`src/design/step_drive_defines.svh`:
```
`ifndef STEP_DRIVE_DEFINES_SVH
`define STEP_DRIVE_DEFINES_SVH

// width of every register word, step period and phase position
`define STEP_DATA_W 32

// byte address width of the AXI4-Lite register window
`define STEP_ADDR_W 6

// each mode block is a period word at the base and a flags word at base + 4
// flags bit0 enables the drive, bit1 selects the direction
`define REG_TR_CFG 6'h00
`define REG_TX_CFG 6'h08
`define REG_TP_CFG 6'h10

// control and target registers, ctrl bit0 is restart and bit1 is track enable
`define REG_DETUNING 6'h18
`define REG_CTRL 6'h1C

// read-only views of the live controller state
`define REG_STATUS 6'h20
`define REG_POSITION 6'h24
`define REG_TRACK_CNT 6'h28

// step period loaded into every mode configuration out of reset
`define STEP_RESET_PERIOD 32'd100

`endif

```
`src/design/step_drive_pkg.sv`:
```
`include "step_drive_defines.svh"

package step_drive_pkg;

    // operating modes of the drive, tracking, transfer and positioning
    typedef enum logic [1:0]
    {
        TR = 2'd0,
        TX = 2'd1,
        TP = 2'd2
    } mode_e;

    // AXI response codes used by the register slave
    // only OKAY and SLVERR are ever returned
    typedef enum logic [1:0]
    {
        OKAY   = 2'b00,
        SLVERR = 2'b10
    } axi_resp_e;

    // per-mode configuration as programmed by the processor
    // the period counts clock cycles between two step pulses
    typedef struct packed
    {
        logic [`STEP_DATA_W-1:0] period;
        logic                    dir;
        logic                    drv_en;
    } mode_cfg_t;

    // command handed from the drive multiplexer to the step timer
    // counter_en marks steps that count toward the tracking total
    typedef struct packed
    {
        logic [`STEP_DATA_W-1:0] period;
        logic                    dir;
        logic                    enable;
        logic                    counter_en;
    } drive_cmd_t;

endpackage

```
`src/design/command_regs.sv`:
```
`timescale 1ns/1ps
`include "step_drive_defines.svh"

module command_regs
(
    input  logic                             clk,
    input  logic                             rst,
    input  logic [`STEP_ADDR_W-1:0]          s_awaddr,
    input  logic                             s_awvalid,
    output logic                             s_awready,
    input  logic [`STEP_DATA_W-1:0]          s_wdata,
    input  logic                             s_wvalid,
    output logic                             s_wready,
    output step_drive_pkg::axi_resp_e        s_bresp,
    output logic                             s_bvalid,
    input  logic                             s_bready,
    input  logic [`STEP_ADDR_W-1:0]          s_araddr,
    input  logic                             s_arvalid,
    output logic                             s_arready,
    output logic [`STEP_DATA_W-1:0]          s_rdata,
    output step_drive_pkg::axi_resp_e        s_rresp,
    output logic                             s_rvalid,
    input  logic                             s_rready,
    output step_drive_pkg::mode_cfg_t        tr_cfg,
    output step_drive_pkg::mode_cfg_t        tx_cfg,
    output step_drive_pkg::mode_cfg_t        tp_cfg,
    output logic signed [`STEP_DATA_W-1:0]   detuning,
    output logic                             restart,
    output logic                             track_en,
    input  step_drive_pkg::mode_e            mode,
    input  logic signed [`STEP_DATA_W-1:0]   fi_phm,
    input  logic [`STEP_DATA_W-1:0]          track_cnt
);
    // address and data are captured independently, so AW and W may come in any order
    logic                      aw_full;
    logic [`STEP_ADDR_W-1:0]   aw_addr;
    logic                      w_full;
    logic [`STEP_DATA_W-1:0]   w_data;
    logic                      wr_fire;
    step_drive_pkg::axi_resp_e wr_resp;
    logic [`STEP_DATA_W-1:0]   rd_word;
    step_drive_pkg::axi_resp_e rd_resp;

    // the write is performed once both halves are held and no response is pending
    assign wr_fire = aw_full && w_full && !s_bvalid;

    // only the configuration, target and control words accept writes
    always_comb
    begin
        case (aw_addr)
            `REG_TR_CFG, `REG_TR_CFG + 6'd4,
            `REG_TX_CFG, `REG_TX_CFG + 6'd4,
            `REG_TP_CFG, `REG_TP_CFG + 6'd4,
            `REG_DETUNING, `REG_CTRL: wr_resp = step_drive_pkg::OKAY;
            default:                  wr_resp = step_drive_pkg::SLVERR;
        endcase
    end

    // read decode, status, position and track count are taken live from the datapath
    always_comb
    begin
        rd_word = '0;
        rd_resp = step_drive_pkg::OKAY;
        case (s_araddr)
            `REG_TR_CFG:        rd_word = tr_cfg.period;
            `REG_TR_CFG + 6'd4: rd_word[1:0] = {tr_cfg.dir, tr_cfg.drv_en};
            `REG_TX_CFG:        rd_word = tx_cfg.period;
            `REG_TX_CFG + 6'd4: rd_word[1:0] = {tx_cfg.dir, tx_cfg.drv_en};
            `REG_TP_CFG:        rd_word = tp_cfg.period;
            `REG_TP_CFG + 6'd4: rd_word[1:0] = {tp_cfg.dir, tp_cfg.drv_en};
            `REG_DETUNING:      rd_word = detuning;
            // restart always reads back as zero since it clears itself
            `REG_CTRL:          rd_word[1:0] = {track_en, 1'b0};
            `REG_STATUS:        rd_word[1:0] = mode;
            `REG_POSITION:      rd_word = fi_phm;
            `REG_TRACK_CNT:     rd_word = track_cnt;
            default:            rd_resp = step_drive_pkg::SLVERR;
        endcase
    end

    always_ff @(posedge clk)
    begin
        if (rst)
        begin
            s_awready <= 1'b0;
            s_wready  <= 1'b0;
            s_bvalid  <= 1'b0;
            s_arready <= 1'b0;
            s_rvalid  <= 1'b0;
            aw_full   <= 1'b0;
            w_full    <= 1'b0;
            tr_cfg    <= '{period: `STEP_RESET_PERIOD, dir: 1'b0, drv_en: 1'b0};
            tx_cfg    <= '{period: `STEP_RESET_PERIOD, dir: 1'b0, drv_en: 1'b0};
            tp_cfg    <= '{period: `STEP_RESET_PERIOD, dir: 1'b0, drv_en: 1'b0};
            detuning  <= '0;
            restart   <= 1'b0;
            track_en  <= 1'b0;
        end
        else
        begin
            // ready rises one cycle after valid and drops right after the handshake
            // a held address or a waiting response keeps the channel closed
            s_awready <= s_awvalid && !s_awready && !aw_full && !s_bvalid;
            s_wready  <= s_wvalid && !s_wready && !w_full && !s_bvalid;
            s_arready <= s_arvalid && !s_arready && !s_rvalid;
            if (s_awvalid && s_awready)
                aw_full <= 1'b1;
            if (s_wvalid && s_wready)
                w_full <= 1'b1;
            restart <= 1'b0;
            if (wr_fire)
            begin
                aw_full  <= 1'b0;
                w_full   <= 1'b0;
                s_bvalid <= 1'b1;
                case (aw_addr)
                    `REG_TR_CFG:        tr_cfg.period <= w_data;
                    `REG_TR_CFG + 6'd4: {tr_cfg.dir, tr_cfg.drv_en} <= w_data[1:0];
                    `REG_TX_CFG:        tx_cfg.period <= w_data;
                    `REG_TX_CFG + 6'd4: {tx_cfg.dir, tx_cfg.drv_en} <= w_data[1:0];
                    `REG_TP_CFG:        tp_cfg.period <= w_data;
                    `REG_TP_CFG + 6'd4: {tp_cfg.dir, tp_cfg.drv_en} <= w_data[1:0];
                    `REG_DETUNING:      detuning <= w_data;
                    `REG_CTRL:          {track_en, restart} <= w_data[1:0];
                    default:            ;
                endcase
            end
            else if (s_bvalid && s_bready)
                s_bvalid <= 1'b0;
            // read data shows up one cycle after the AR handshake
            if (s_arvalid && s_arready)
                s_rvalid <= 1'b1;
            else if (s_rvalid && s_rready)
                s_rvalid <= 1'b0;
        end
    end

    // captured address, data and response words
    always_ff @(posedge clk)
    begin
        if (s_awvalid && s_awready)
            aw_addr <= s_awaddr;
        if (s_wvalid && s_wready)
            w_data <= s_wdata;
        if (wr_fire)
            s_bresp <= wr_resp;
        if (s_arvalid && s_arready)
        begin
            s_rdata <= rd_word;
            s_rresp <= rd_resp;
        end
    end

endmodule

```
`src/design/drive_mux.sv`:
```
`timescale 1ns/1ps

module drive_mux
(
    input  step_drive_pkg::mode_e      mode,
    input  step_drive_pkg::mode_cfg_t  tr_cfg,
    input  step_drive_pkg::mode_cfg_t  tx_cfg,
    input  step_drive_pkg::mode_cfg_t  tp_cfg,
    input  logic                       track_en,
    output step_drive_pkg::drive_cmd_t cmd,
    output logic                       drv_dir,
    output logic                       drv_en
);
    step_drive_pkg::mode_cfg_t sel_cfg;

    // pick the configuration of the mode the controller is in right now
    // an undefined mode code falls back to the tracking settings
    always_comb
    begin
        case (mode)
            step_drive_pkg::TX: sel_cfg = tx_cfg;
            step_drive_pkg::TP: sel_cfg = tp_cfg;
            default:            sel_cfg = tr_cfg;
        endcase
    end

    // steps only count toward the tracking total while tracking with counting on
    always_comb
    begin
        cmd.period     = sel_cfg.period;
        cmd.dir        = sel_cfg.dir;
        cmd.enable     = sel_cfg.drv_en;
        cmd.counter_en = (mode == step_drive_pkg::TR) && track_en;
    end

    // motor pins follow the selected mode with no extra latency
    // the enable pin switches the power stage, direction is held even while disabled
    assign drv_dir = sel_cfg.dir;
    assign drv_en  = sel_cfg.drv_en;

endmodule

```
`src/design/mode_fsm.sv`:
```
`timescale 1ns/1ps
`include "step_drive_defines.svh"

module mode_fsm
(
    input  logic                           clk,
    input  logic                           rst,
    input  logic                           restart,
    input  logic                           syncpulse,
    input  logic signed [`STEP_DATA_W-1:0] fi_phm,
    input  logic signed [`STEP_DATA_W-1:0] detuning,
    output step_drive_pkg::mode_e          mode
);
    step_drive_pkg::mode_e mode_next;

    // next mode decode, every case not listed holds the current mode
    always_comb
    begin
        mode_next = mode;
        if (restart)
        begin
            // software restart wins over every other condition
            mode_next = step_drive_pkg::TR;
        end
        else
        begin
            case (mode)
                step_drive_pkg::TR:
                begin
                    // tracking hands over to transfer on the external sync
                    if (syncpulse)
                        mode_next = step_drive_pkg::TX;
                end
                step_drive_pkg::TX:
                begin
                    // transfer ends once the phase lands exactly on the target
                    if (fi_phm == detuning)
                        mode_next = step_drive_pkg::TP;
                end
                step_drive_pkg::TP:
                begin
                    // overshooting the target drops back into transfer
                    // both operands are signed so a negative phase compares correctly
                    if (fi_phm > detuning)
                        mode_next = step_drive_pkg::TX;
                end
                default:
                    mode_next = step_drive_pkg::TR;
            endcase
        end
    end

    // the new mode is registered one cycle after its condition
    always_ff @(posedge clk)
    begin
        if (rst)
            mode <= step_drive_pkg::TR;
        else
            mode <= mode_next;
    end

endmodule

```
`src/design/step_drive_top.sv`:
```
`timescale 1ns/1ps
`include "step_drive_defines.svh"

module step_drive_top
(
    input  logic                      clk,
    input  logic                      rst,
    input  logic [`STEP_ADDR_W-1:0]   s_awaddr,
    input  logic                      s_awvalid,
    output logic                      s_awready,
    input  logic [`STEP_DATA_W-1:0]   s_wdata,
    input  logic                      s_wvalid,
    output logic                      s_wready,
    output step_drive_pkg::axi_resp_e s_bresp,
    output logic                      s_bvalid,
    input  logic                      s_bready,
    input  logic [`STEP_ADDR_W-1:0]   s_araddr,
    input  logic                      s_arvalid,
    output logic                      s_arready,
    output logic [`STEP_DATA_W-1:0]   s_rdata,
    output step_drive_pkg::axi_resp_e s_rresp,
    output logic                      s_rvalid,
    input  logic                      s_rready,
    input  logic                      syncpulse,
    output logic                      step,
    output logic                      drv_dir,
    output logic                      drv_en
);
    // configuration buses from the register file
    step_drive_pkg::mode_cfg_t        tr_cfg;
    step_drive_pkg::mode_cfg_t        tx_cfg;
    step_drive_pkg::mode_cfg_t        tp_cfg;
    logic signed [`STEP_DATA_W-1:0]   detuning;
    logic                             restart;
    logic                             track_en;
    // controller state fed back for mode decisions and readback
    step_drive_pkg::mode_e            mode;
    step_drive_pkg::drive_cmd_t       cmd;
    logic signed [`STEP_DATA_W-1:0]   fi_phm;
    logic [`STEP_DATA_W-1:0]          track_cnt;

    command_regs u_command_regs (.*);

    mode_fsm u_mode_fsm
    (
        .clk(clk), .rst(rst), .restart(restart), .syncpulse(syncpulse),
        .fi_phm(fi_phm), .detuning(detuning), .mode(mode)
    );

    drive_mux u_drive_mux
    (
        .mode(mode), .tr_cfg(tr_cfg), .tx_cfg(tx_cfg), .tp_cfg(tp_cfg),
        .track_en(track_en), .cmd(cmd), .drv_dir(drv_dir), .drv_en(drv_en)
    );

    step_timer u_step_timer
    (
        .clk(clk), .rst(rst), .cmd(cmd), .mode(mode),
        .step(step), .fi_phm(fi_phm), .track_cnt(track_cnt)
    );

endmodule

```
`src/design/step_timer.sv`:
```
`timescale 1ns/1ps
`include "step_drive_defines.svh"

module step_timer
(
    input  logic                           clk,
    input  logic                           rst,
    input  step_drive_pkg::drive_cmd_t     cmd,
    input  step_drive_pkg::mode_e          mode,
    output logic                           step,
    output logic signed [`STEP_DATA_W-1:0] fi_phm,
    output logic [`STEP_DATA_W-1:0]        track_cnt
);
    logic [`STEP_DATA_W-1:0] cnt;
    logic [`STEP_DATA_W-1:0] period_eff;
    step_drive_pkg::mode_e   mode_q;
    logic                    reload;
    logic                    fire;

    // a period of 0 or 1 would leave no low cycle between pulses, so clamp it to 2
    assign period_eff = (cmd.period < `STEP_DATA_W'd2) ? `STEP_DATA_W'd2 : cmd.period;

    // restart the interval whenever the mode switches or the drive is off
    assign reload = (mode != mode_q) || !cmd.enable;
    assign fire   = !reload && (cnt == '0);

    always_ff @(posedge clk)
    begin
        if (rst)
        begin
            mode_q    <= step_drive_pkg::TR;
            cnt       <= '0;
            step      <= 1'b0;
            fi_phm    <= '0;
            track_cnt <= '0;
        end
        else
        begin
            mode_q <= mode;
            step   <= fire;
            // counting down from period - 1 spaces pulses exactly period cycles apart
            if (reload || fire)
                cnt <= period_eff - `STEP_DATA_W'd1;
            else
                cnt <= cnt - `STEP_DATA_W'd1;
            // position moves together with the pulse, up when dir is set
            if (fire)
            begin
                if (cmd.dir)
                    fi_phm <= fi_phm + 1;
                else
                    fi_phm <= fi_phm - 1;
                if (cmd.counter_en)
                    track_cnt <= track_cnt + `STEP_DATA_W'd1;
            end
        end
    end

endmodule

```
`config.mk`:
```
export PLATFORM = sky130hd
export DESIGN_NAME = step_drive_top
export DESIGN_NICKNAME = d
export VERILOG_FILES = /design/src/design/step_drive_pkg.sv /design/src/design/command_regs.sv /design/src/design/drive_mux.sv /design/src/design/mode_fsm.sv /design/src/design/step_drive_top.sv /design/src/design/step_timer.sv
export VERILOG_INCLUDE_DIRS = /design/src /design/src/design
export SDC_FILE = /design/constraint.sdc
export NUM_CORES = 1
export LEC_CHECK = 0
export BUFFER_PORTS_ARGS = -buffer_cell sky130_fd_sc_hd__buf_2
export CORE_MARGIN = 3
export CORE_UTILIZATION = 40
export DETAILED_ROUTE_END_ITERATION = 7
export SLEW_MARGIN = 20
export SYNTH_ARGS = -nofsm -noshare
export SYNTH_HDL_FRONTEND = slang
export SYNTH_SLANG_ARGS = --single-unit
```
`constraint.sdc`:
```
create_clock -name clk -period 5.8 [get_ports clk]
set_input_delay 0.58 -clock clk [delete_from_list [all_inputs] [get_ports clk]]
set_output_delay 0.58 -clock clk [all_outputs]
set_load 0.05 [all_outputs]
```
Word-level counts from Yosys, hierarchy flattened

Memories as Yosys holds them, arrays and structs flattened. A register that Yosys moved wholly into a read port is not among the register bits.
Cells that the tools add are included.

Eq/ne operators: 24
$lt $le $gt $ge: 2
Reductions and logical operators: 48
Bitwise gates (word level): 2
Muxes and demuxes: 15
Add/subtract/negate cells: 5

Operators by type and width:

| cell                    | count |
|---|---|
| $pmux W30 S6            | 1 |
| $mux W32                | 3 |
| $pmux W34 S2            | 1 |
| $sub A32 B1 Y32 const B | 2 |
| $eq A6 B5 Y1 const B    | 8 |
| $add A32 B1 Y32 const B | 1 |
| $add A32 B2 Y32 const B | 1 |
| $eq A32 B32 Y1          | 1 |
| $gt A32 B32 Y1          | 1 |
| $logic_not A32 Y1       | 1 |
| $lt A32 B2 Y1 const B   | 1 |
| $sub A32 B2 Y32 const B | 1 |
| $eq A6 B4 Y1 const B    | 4 |
| $pmux W2 S11            | 1 |
| $eq A6 B6 Y1 const B    | 3 |
| $reduce_and A2 Y1       | 9 |
| $logic_and A1 B1 Y1     | 17 |
| $eq A6 B3 Y1 const B    | 2 |
| $logic_not A6 Y1        | 2 |
| $reduce_or A11 Y1       | 1 |
| $logic_not A1 Y1        | 9 |
| $mux W2                 | 4 |
| $ne A2 B2 Y1 const B    | 3 |
| $pmux W2 S3             | 1 |
| other kinds (11)        | 18 |

Memories: 1
Input port bits: 52
Memory bits (read-only): 32
Bits in registers: 318
Logic and storage cells: 127
Output and inout bits: 44

Memories:

| name            | words | bits a word | rd ports | clocked after Yosys merged registers in | wr ports | line               | source |
|---|---|---|---|---|---|---|---|
| (no name shown) | 32    | 1           | 1        | 1                                       | 0        | command_regs.sv:50 | `case (aw_addr)` |

Logic depth before layout (Yosys ltp)

Word-level depth: 8
Mapped depth: 22
Mapped depth without buffers: 16

By module

Synthesis repeated with hierarchy kept, for this count alone.

Cells, all modules: 1,912
Area, all modules: 16,842.4 µm²

Modules (own cells, without submodules):

| module       | cells each | seq. area each (µm²) | instances | area each (µm²) |
|---|---|---|---|---|
| command_regs | 843        | 5,024.8              | 1         | 8,289.2 |
| step_timer   | 819        | 1,981.9              | 1         | 6,572.6 |
| drive_mux    | 126        | 0.0                  | 1         | 1,063.5 |
| mode_fsm     | 124        | 40.0                 | 1         | 917.1 |

Least setup slack after synthesis

OpenSTA, ideal clock, no wires.

Kind: flip-flop to flip-flop
Start: reg u_mode_fsm.mode[0]
End: reg u_step_timer.fi_phm[31]
Stages on the path, launching flop included: 21
Path buffers: 5
Setup time: 0.121 ns
Data required time: 5.679 ns
Data arrival time: 6.283 ns
Clock period less this slack: 6.404 ns
Setup slack: -0.604 ns
Cells stage by stage: dfxtp_1 inv_1 ha_1 buf_2 buf_2 buf_2 buf_2 clkbuf_1 nor2_1 a21oi_1 inv_1 ha_1 a211oi_1 nor2_1 o311ai_0 a21oi_1 nor3_1 o31ai_1 a21oi_1 mux2i_1 mux2_2

Elaborated cells on any way between the ends: 9
Those cells by class: eq/ne (3); mux (2); reduce/logical (4)

RTL lines:

| item                                                | line                 | source |
|---|---|---|
| start: declaration                                  | mode_fsm.sv:12       | `output step_drive_pkg::mode_e mode` |
| start signal: assignment                            | mode_fsm.sv:57       | `mode <= step_drive_pkg::TR;` |
| start signal: assignment                            | mode_fsm.sv:59       | `mode <= mode_next;` |
| $eq A2 B2 Y1 / $eq A2 B1 Y1 (equally long branches) | drive_mux.sv:20      | `case (mode)` |
| $pmux W34 S2 *                                      | drive_mux.sv:20      |  |
| net drv_dir                                         | step_drive_top.sv:26 | `output logic drv_dir,` |
| $mux W32 *                                          | step_timer.sv:49     | `if (cmd.dir)` |
| end signal: assignment                              | step_timer.sv:50     | `fi_phm <= fi_phm + 1;` |
| end signal: assignment                              | step_timer.sv:52     | `fi_phm <= fi_phm - 1;` |
| end: declaration                                    | step_timer.sv:11     | `` output logic signed [`STEP_DATA_W-1:0] fi_phm, `` |

The timed path passes the listed nets; every way through them passes the cells marked *.
A chain may end at the register's enable or synchronous reset.

Worst setup path after layout

Start: reg u_mode_fsm.mode[0]
End: reg u_step_timer.fi_phm[31]

Word-level cells in the longest chain between the ends: 6
Elaborated cells on any way between the ends: 9
Those cells by class: eq/ne (3); mux (2); reduce/logical (4)

RTL lines:

| item                                                | line             | source |
|---|---|---|
| $eq A2 B2 Y1 / $eq A2 B1 Y1 (equally long branches) | drive_mux.sv:20  |  |
| $pmux W34 S2                                        | drive_mux.sv:20  |  |
| $logic_not A1 Y1                                    | step_timer.sv:24 | `assign reload = (mode != mode_q) \|\| !cmd.enable;` |
| $logic_or A1 B1 Y1                                  | step_timer.sv:24 |  |
| $logic_not A1 Y1                                    | step_timer.sv:25 | `assign fire = !reload && (cnt == '0);` |
| $logic_and A1 B1 Y1                                 | step_timer.sv:25 |  |

Parallel ways exist; a longest one is shown, timed or not.

==> results.txt <==
Slew Limit Headroom: 31.6%
FF-to-FF path depth: 16
Largest net degree at the start of global routing: 148
Area Growth Syn to Fin: 13.9%
Critical path's largest stage delay: 0.65 ns
# diodes: 0
Die Span Y: 210 um
Number of synthesized flops with an enable pin: 72
Avg Inst Size Synth: 8.31 um^2
Non-Filler Instances: 2606
RSZ-0062 raised after global routing: no
Complex-gate fraction of the synthesized area: 18.4%
Rows: 74
Sequential cell area fraction in the yosys report: 42.4%
Crit Path Max Fanout: 24
Global route overflow: 0
Area contributors post-synth: dfxtp_1 (29%), edfxtp_1 (13%), nand2_1 (9.3%)
Routed WL: 54600 um
Max_cap viols: 0
Delay-heaviest family, CP: compound AO/OA/AOI/OAI gates
First-pass GRT wire length: 84000 um
#FFs+latches synth: 316
Fin crit period: 5.21 ns
Reg2reg end: u_step_timer.fi_phm[31]
Hold Crit Class: in2reg
Post-DR wirelength/cell: 21.0 um
Die W: 210 um
Worst-margin pin slew: 1.03 ns
Initial DRC count: 1379
Arr. time, crit path: 5.65 ns
Worst r2r src: u_mode_fsm.mode[0]
Clock latency on the worst-skew pair: 0.57 ns
Crit path kind: reg2reg
CP cell instances: inv_1, ha_2, buf_12, nor2_1, a21oi_4, clkinvlp_4, ha_1, a211oi_1, nor2_1, o311ai_0, a21oi_1, nor3_1, o31ai_1, a21oi_1, mux2i_1, mux2_2
Startpoint Class: flop
Async SR Flop Fraction: 0%
Final period utilization: 89.7%
Via density: 5.72
Remaining DRCs: 0
Leak: 7.20 nW
DRT Pass-1 Iters: 5
Post-Synthesis Cells: 1999
PwrDens: 408 nW/um^2
Clock transition at the registers of the reported paths: 0.06 ns
Hold-fix buffers, CTS: 0
Clock sinks: 316
Main combinational cell family by area after synthesis: simple AND/OR/NAND/NOR gates
CTS Root Cell: clkbuf_16
Synth top area share: 29.4%
Layout cells sized above 1: 10.9%
Synth Area in Adders: 5.32%
Buffers & Inverters on Critical Path: 3
Setup violators final: 0
Synth Area in Simple Gates: 21.7%
Initial antenna violation count: 0
Fin nets: 2167
Cells after DPL: 2538
Core area: 40900 um^2
Fmax: 192 MHz
Detailed-route via count: 14900
Post-Syn Area: 16600 um^2
Top-count cell post-synth: nand2_1
Final GP Congestion: 0.903
Post-DP HPWL: 37100 um
Mux cell area share after synthesis: 4.52%
Post-Synth XOR/XNOR Area: 3.48%
Clock skew: 0.0283 ns
Starting Density: 40.6%
Hold_sp: s_wdata[24]
Final Hold Viols: 0
FF-to-FF setup slack: 0.59 ns
VDD IR max: 203 uV
TritonCTS clock tree: done
Critical path's slowest cell: o311ai_0
TNS Setup: 0 ns
WHS: 0.188 ns
Top FF cell, synth: dfxtp_1
Worst hold path endpoint: u_command_regs.w_data[24]
Total Die Area: 44000 um^2
Synth warnings: 0
Worst hold stages: 1
GRT Total Usage: 24.2%
CP Capture Type: flop
CTS buffer count: 37
Yosys cell types: 71
Area leader, netlist: dfxtp_1
Final max-slew violation count: 0
Final ANT Viol Nets: 0
Vias in the first global route: 14300
I/O Buffers: 93
Max H-tree Level: 2
IO Pins: 96
CTS Buffer Depth: 3
Status: completed
Top post-synthesis cells by count: nand2_1 (413), dfxtp_1 (244), a21oi_1 (222)
WP data required: 6.24 ns
[registers in the layout, indices dropped and copies added (netlist names), 2 cells and up]
register,count
u_command_regs.aw_addr,6
u_command_regs.detuning,32
u_command_regs.s_rdata,32
u_command_regs.tp_cfg,34
u_command_regs.tr_cfg,34
u_command_regs.tx_cfg,34
u_command_regs.w_data,32
u_mode_fsm.mode,2
u_step_timer.cnt,32
u_step_timer.fi_phm,32
u_step_timer.mode_q,2
u_step_timer.track_cnt,32
[how the worst max path moves through the flow]
stage / depth (start not counted) / slack (ns) / to / from
2_1_floorplan: 20 / 0.13 / u_step_timer.fi_phm[31] / u_mode_fsm.mode[0]
3_3_place_gp: 15 / 0.73 / u_step_timer.fi_phm[30] / u_mode_fsm.mode[1]
3_5_place_dp: 15 / 0.57 / u_step_timer.fi_phm[30] / u_mode_fsm.mode[0]
4_1_cts: 15 / 0.54 / u_step_timer.fi_phm[30] / u_mode_fsm.mode[0]
5_1_grt: 16 / 0.16 / u_step_timer.fi_phm[31] / u_mode_fsm.mode[1]
6_report: 16 / 0.59 / u_step_timer.fi_phm[31] / u_mode_fsm.mode[0]
[repair_timing]
action                                  4_1_cts  5_1_grt
resized for setup                             0        1
endpoints found under the setup margin        0        1
buffers inserted                              0        0
[layout make-up]
type / instances / area, um^2
Fill cell: 4038 / 22000
Clock buffer: 47 / 1030
Clock inverter: 21 / 256
Inverter: 59 / 225
Sequential cell: 316 / 7050
Multi-Input combinational cell: 1507 / 8950
Tap cell: 532 / 666
Timing Repair Buffer: 124 / 742
[logic make-up after synthesis]
family | Yosys count
other cells | 1
compound gates | 492
mux | 73
fa+ha+maj | 70
xor+xnor | 66
flops | 316
buf+inv | 177
simple gates | 804
[metal layers]
metal / GRT usage [%] / vias to the layer above / share of wire, %
met5: 0 / - / 0
met4: 8.41 / 0 / 3.5
met3: 3.96 / 93 / 6.2
met2: 39.7 / 507 / 46
met1: 32.6 / 7172 / 44
li1: - / 7139 / -
[per-stage QoR]
step | area, um^2 | power (mW) | setup WS (ns) | util (%)
after CTS | 18900 | 7.76 | 0.542 | 46.2
final | 18900 | 7.73 | 0.595 | 46.2
after detailed placement | 17600 | 5.26 | 0.568 | 43.1
after global routing | 18900 | 8.16 | 0.161 | 46.2
after global placement | 17600 | 5.23 | 0.734 | 43.1
after floorplan | 16600 | 4.53 | 0.135 | -
[cells in the final DEF, fill, tap and decap left out, types with 11 or more instances in the layout]
master / count
a21oi_1: 221
buf_4: 28
nor3_1: 37
o21a_1: 11
or3_1: 22
nor2_1: 160
and2_1: 13
a211oi_1: 11
inv_1: 57
edfxtp_1: 72
a22oi_1: 73
buf_2: 92
xor2_1: 32
a21o_1: 30
mux2i_1: 68
a22o_1: 22
nor4_1: 13
nand2_1: 412
o21ai_0: 68
and3_1: 15
xnor2_1: 34
clkbuf_16: 38
dfxtp_1: 244
nand3_1: 40
nand4_1: 21
ha_1: 68
[report_power, final]
group | total (mW) | switching [mW] | internal [mW]
Sequential | 2.45 | 0.102 | 2.35
Combinational | 2.80 | 1.76 | 1.04
Clock | 2.48 | 0.982 | 1.49
Total | 7.73 | 2.84 | 4.89
(Power assumes the default switching activity.)
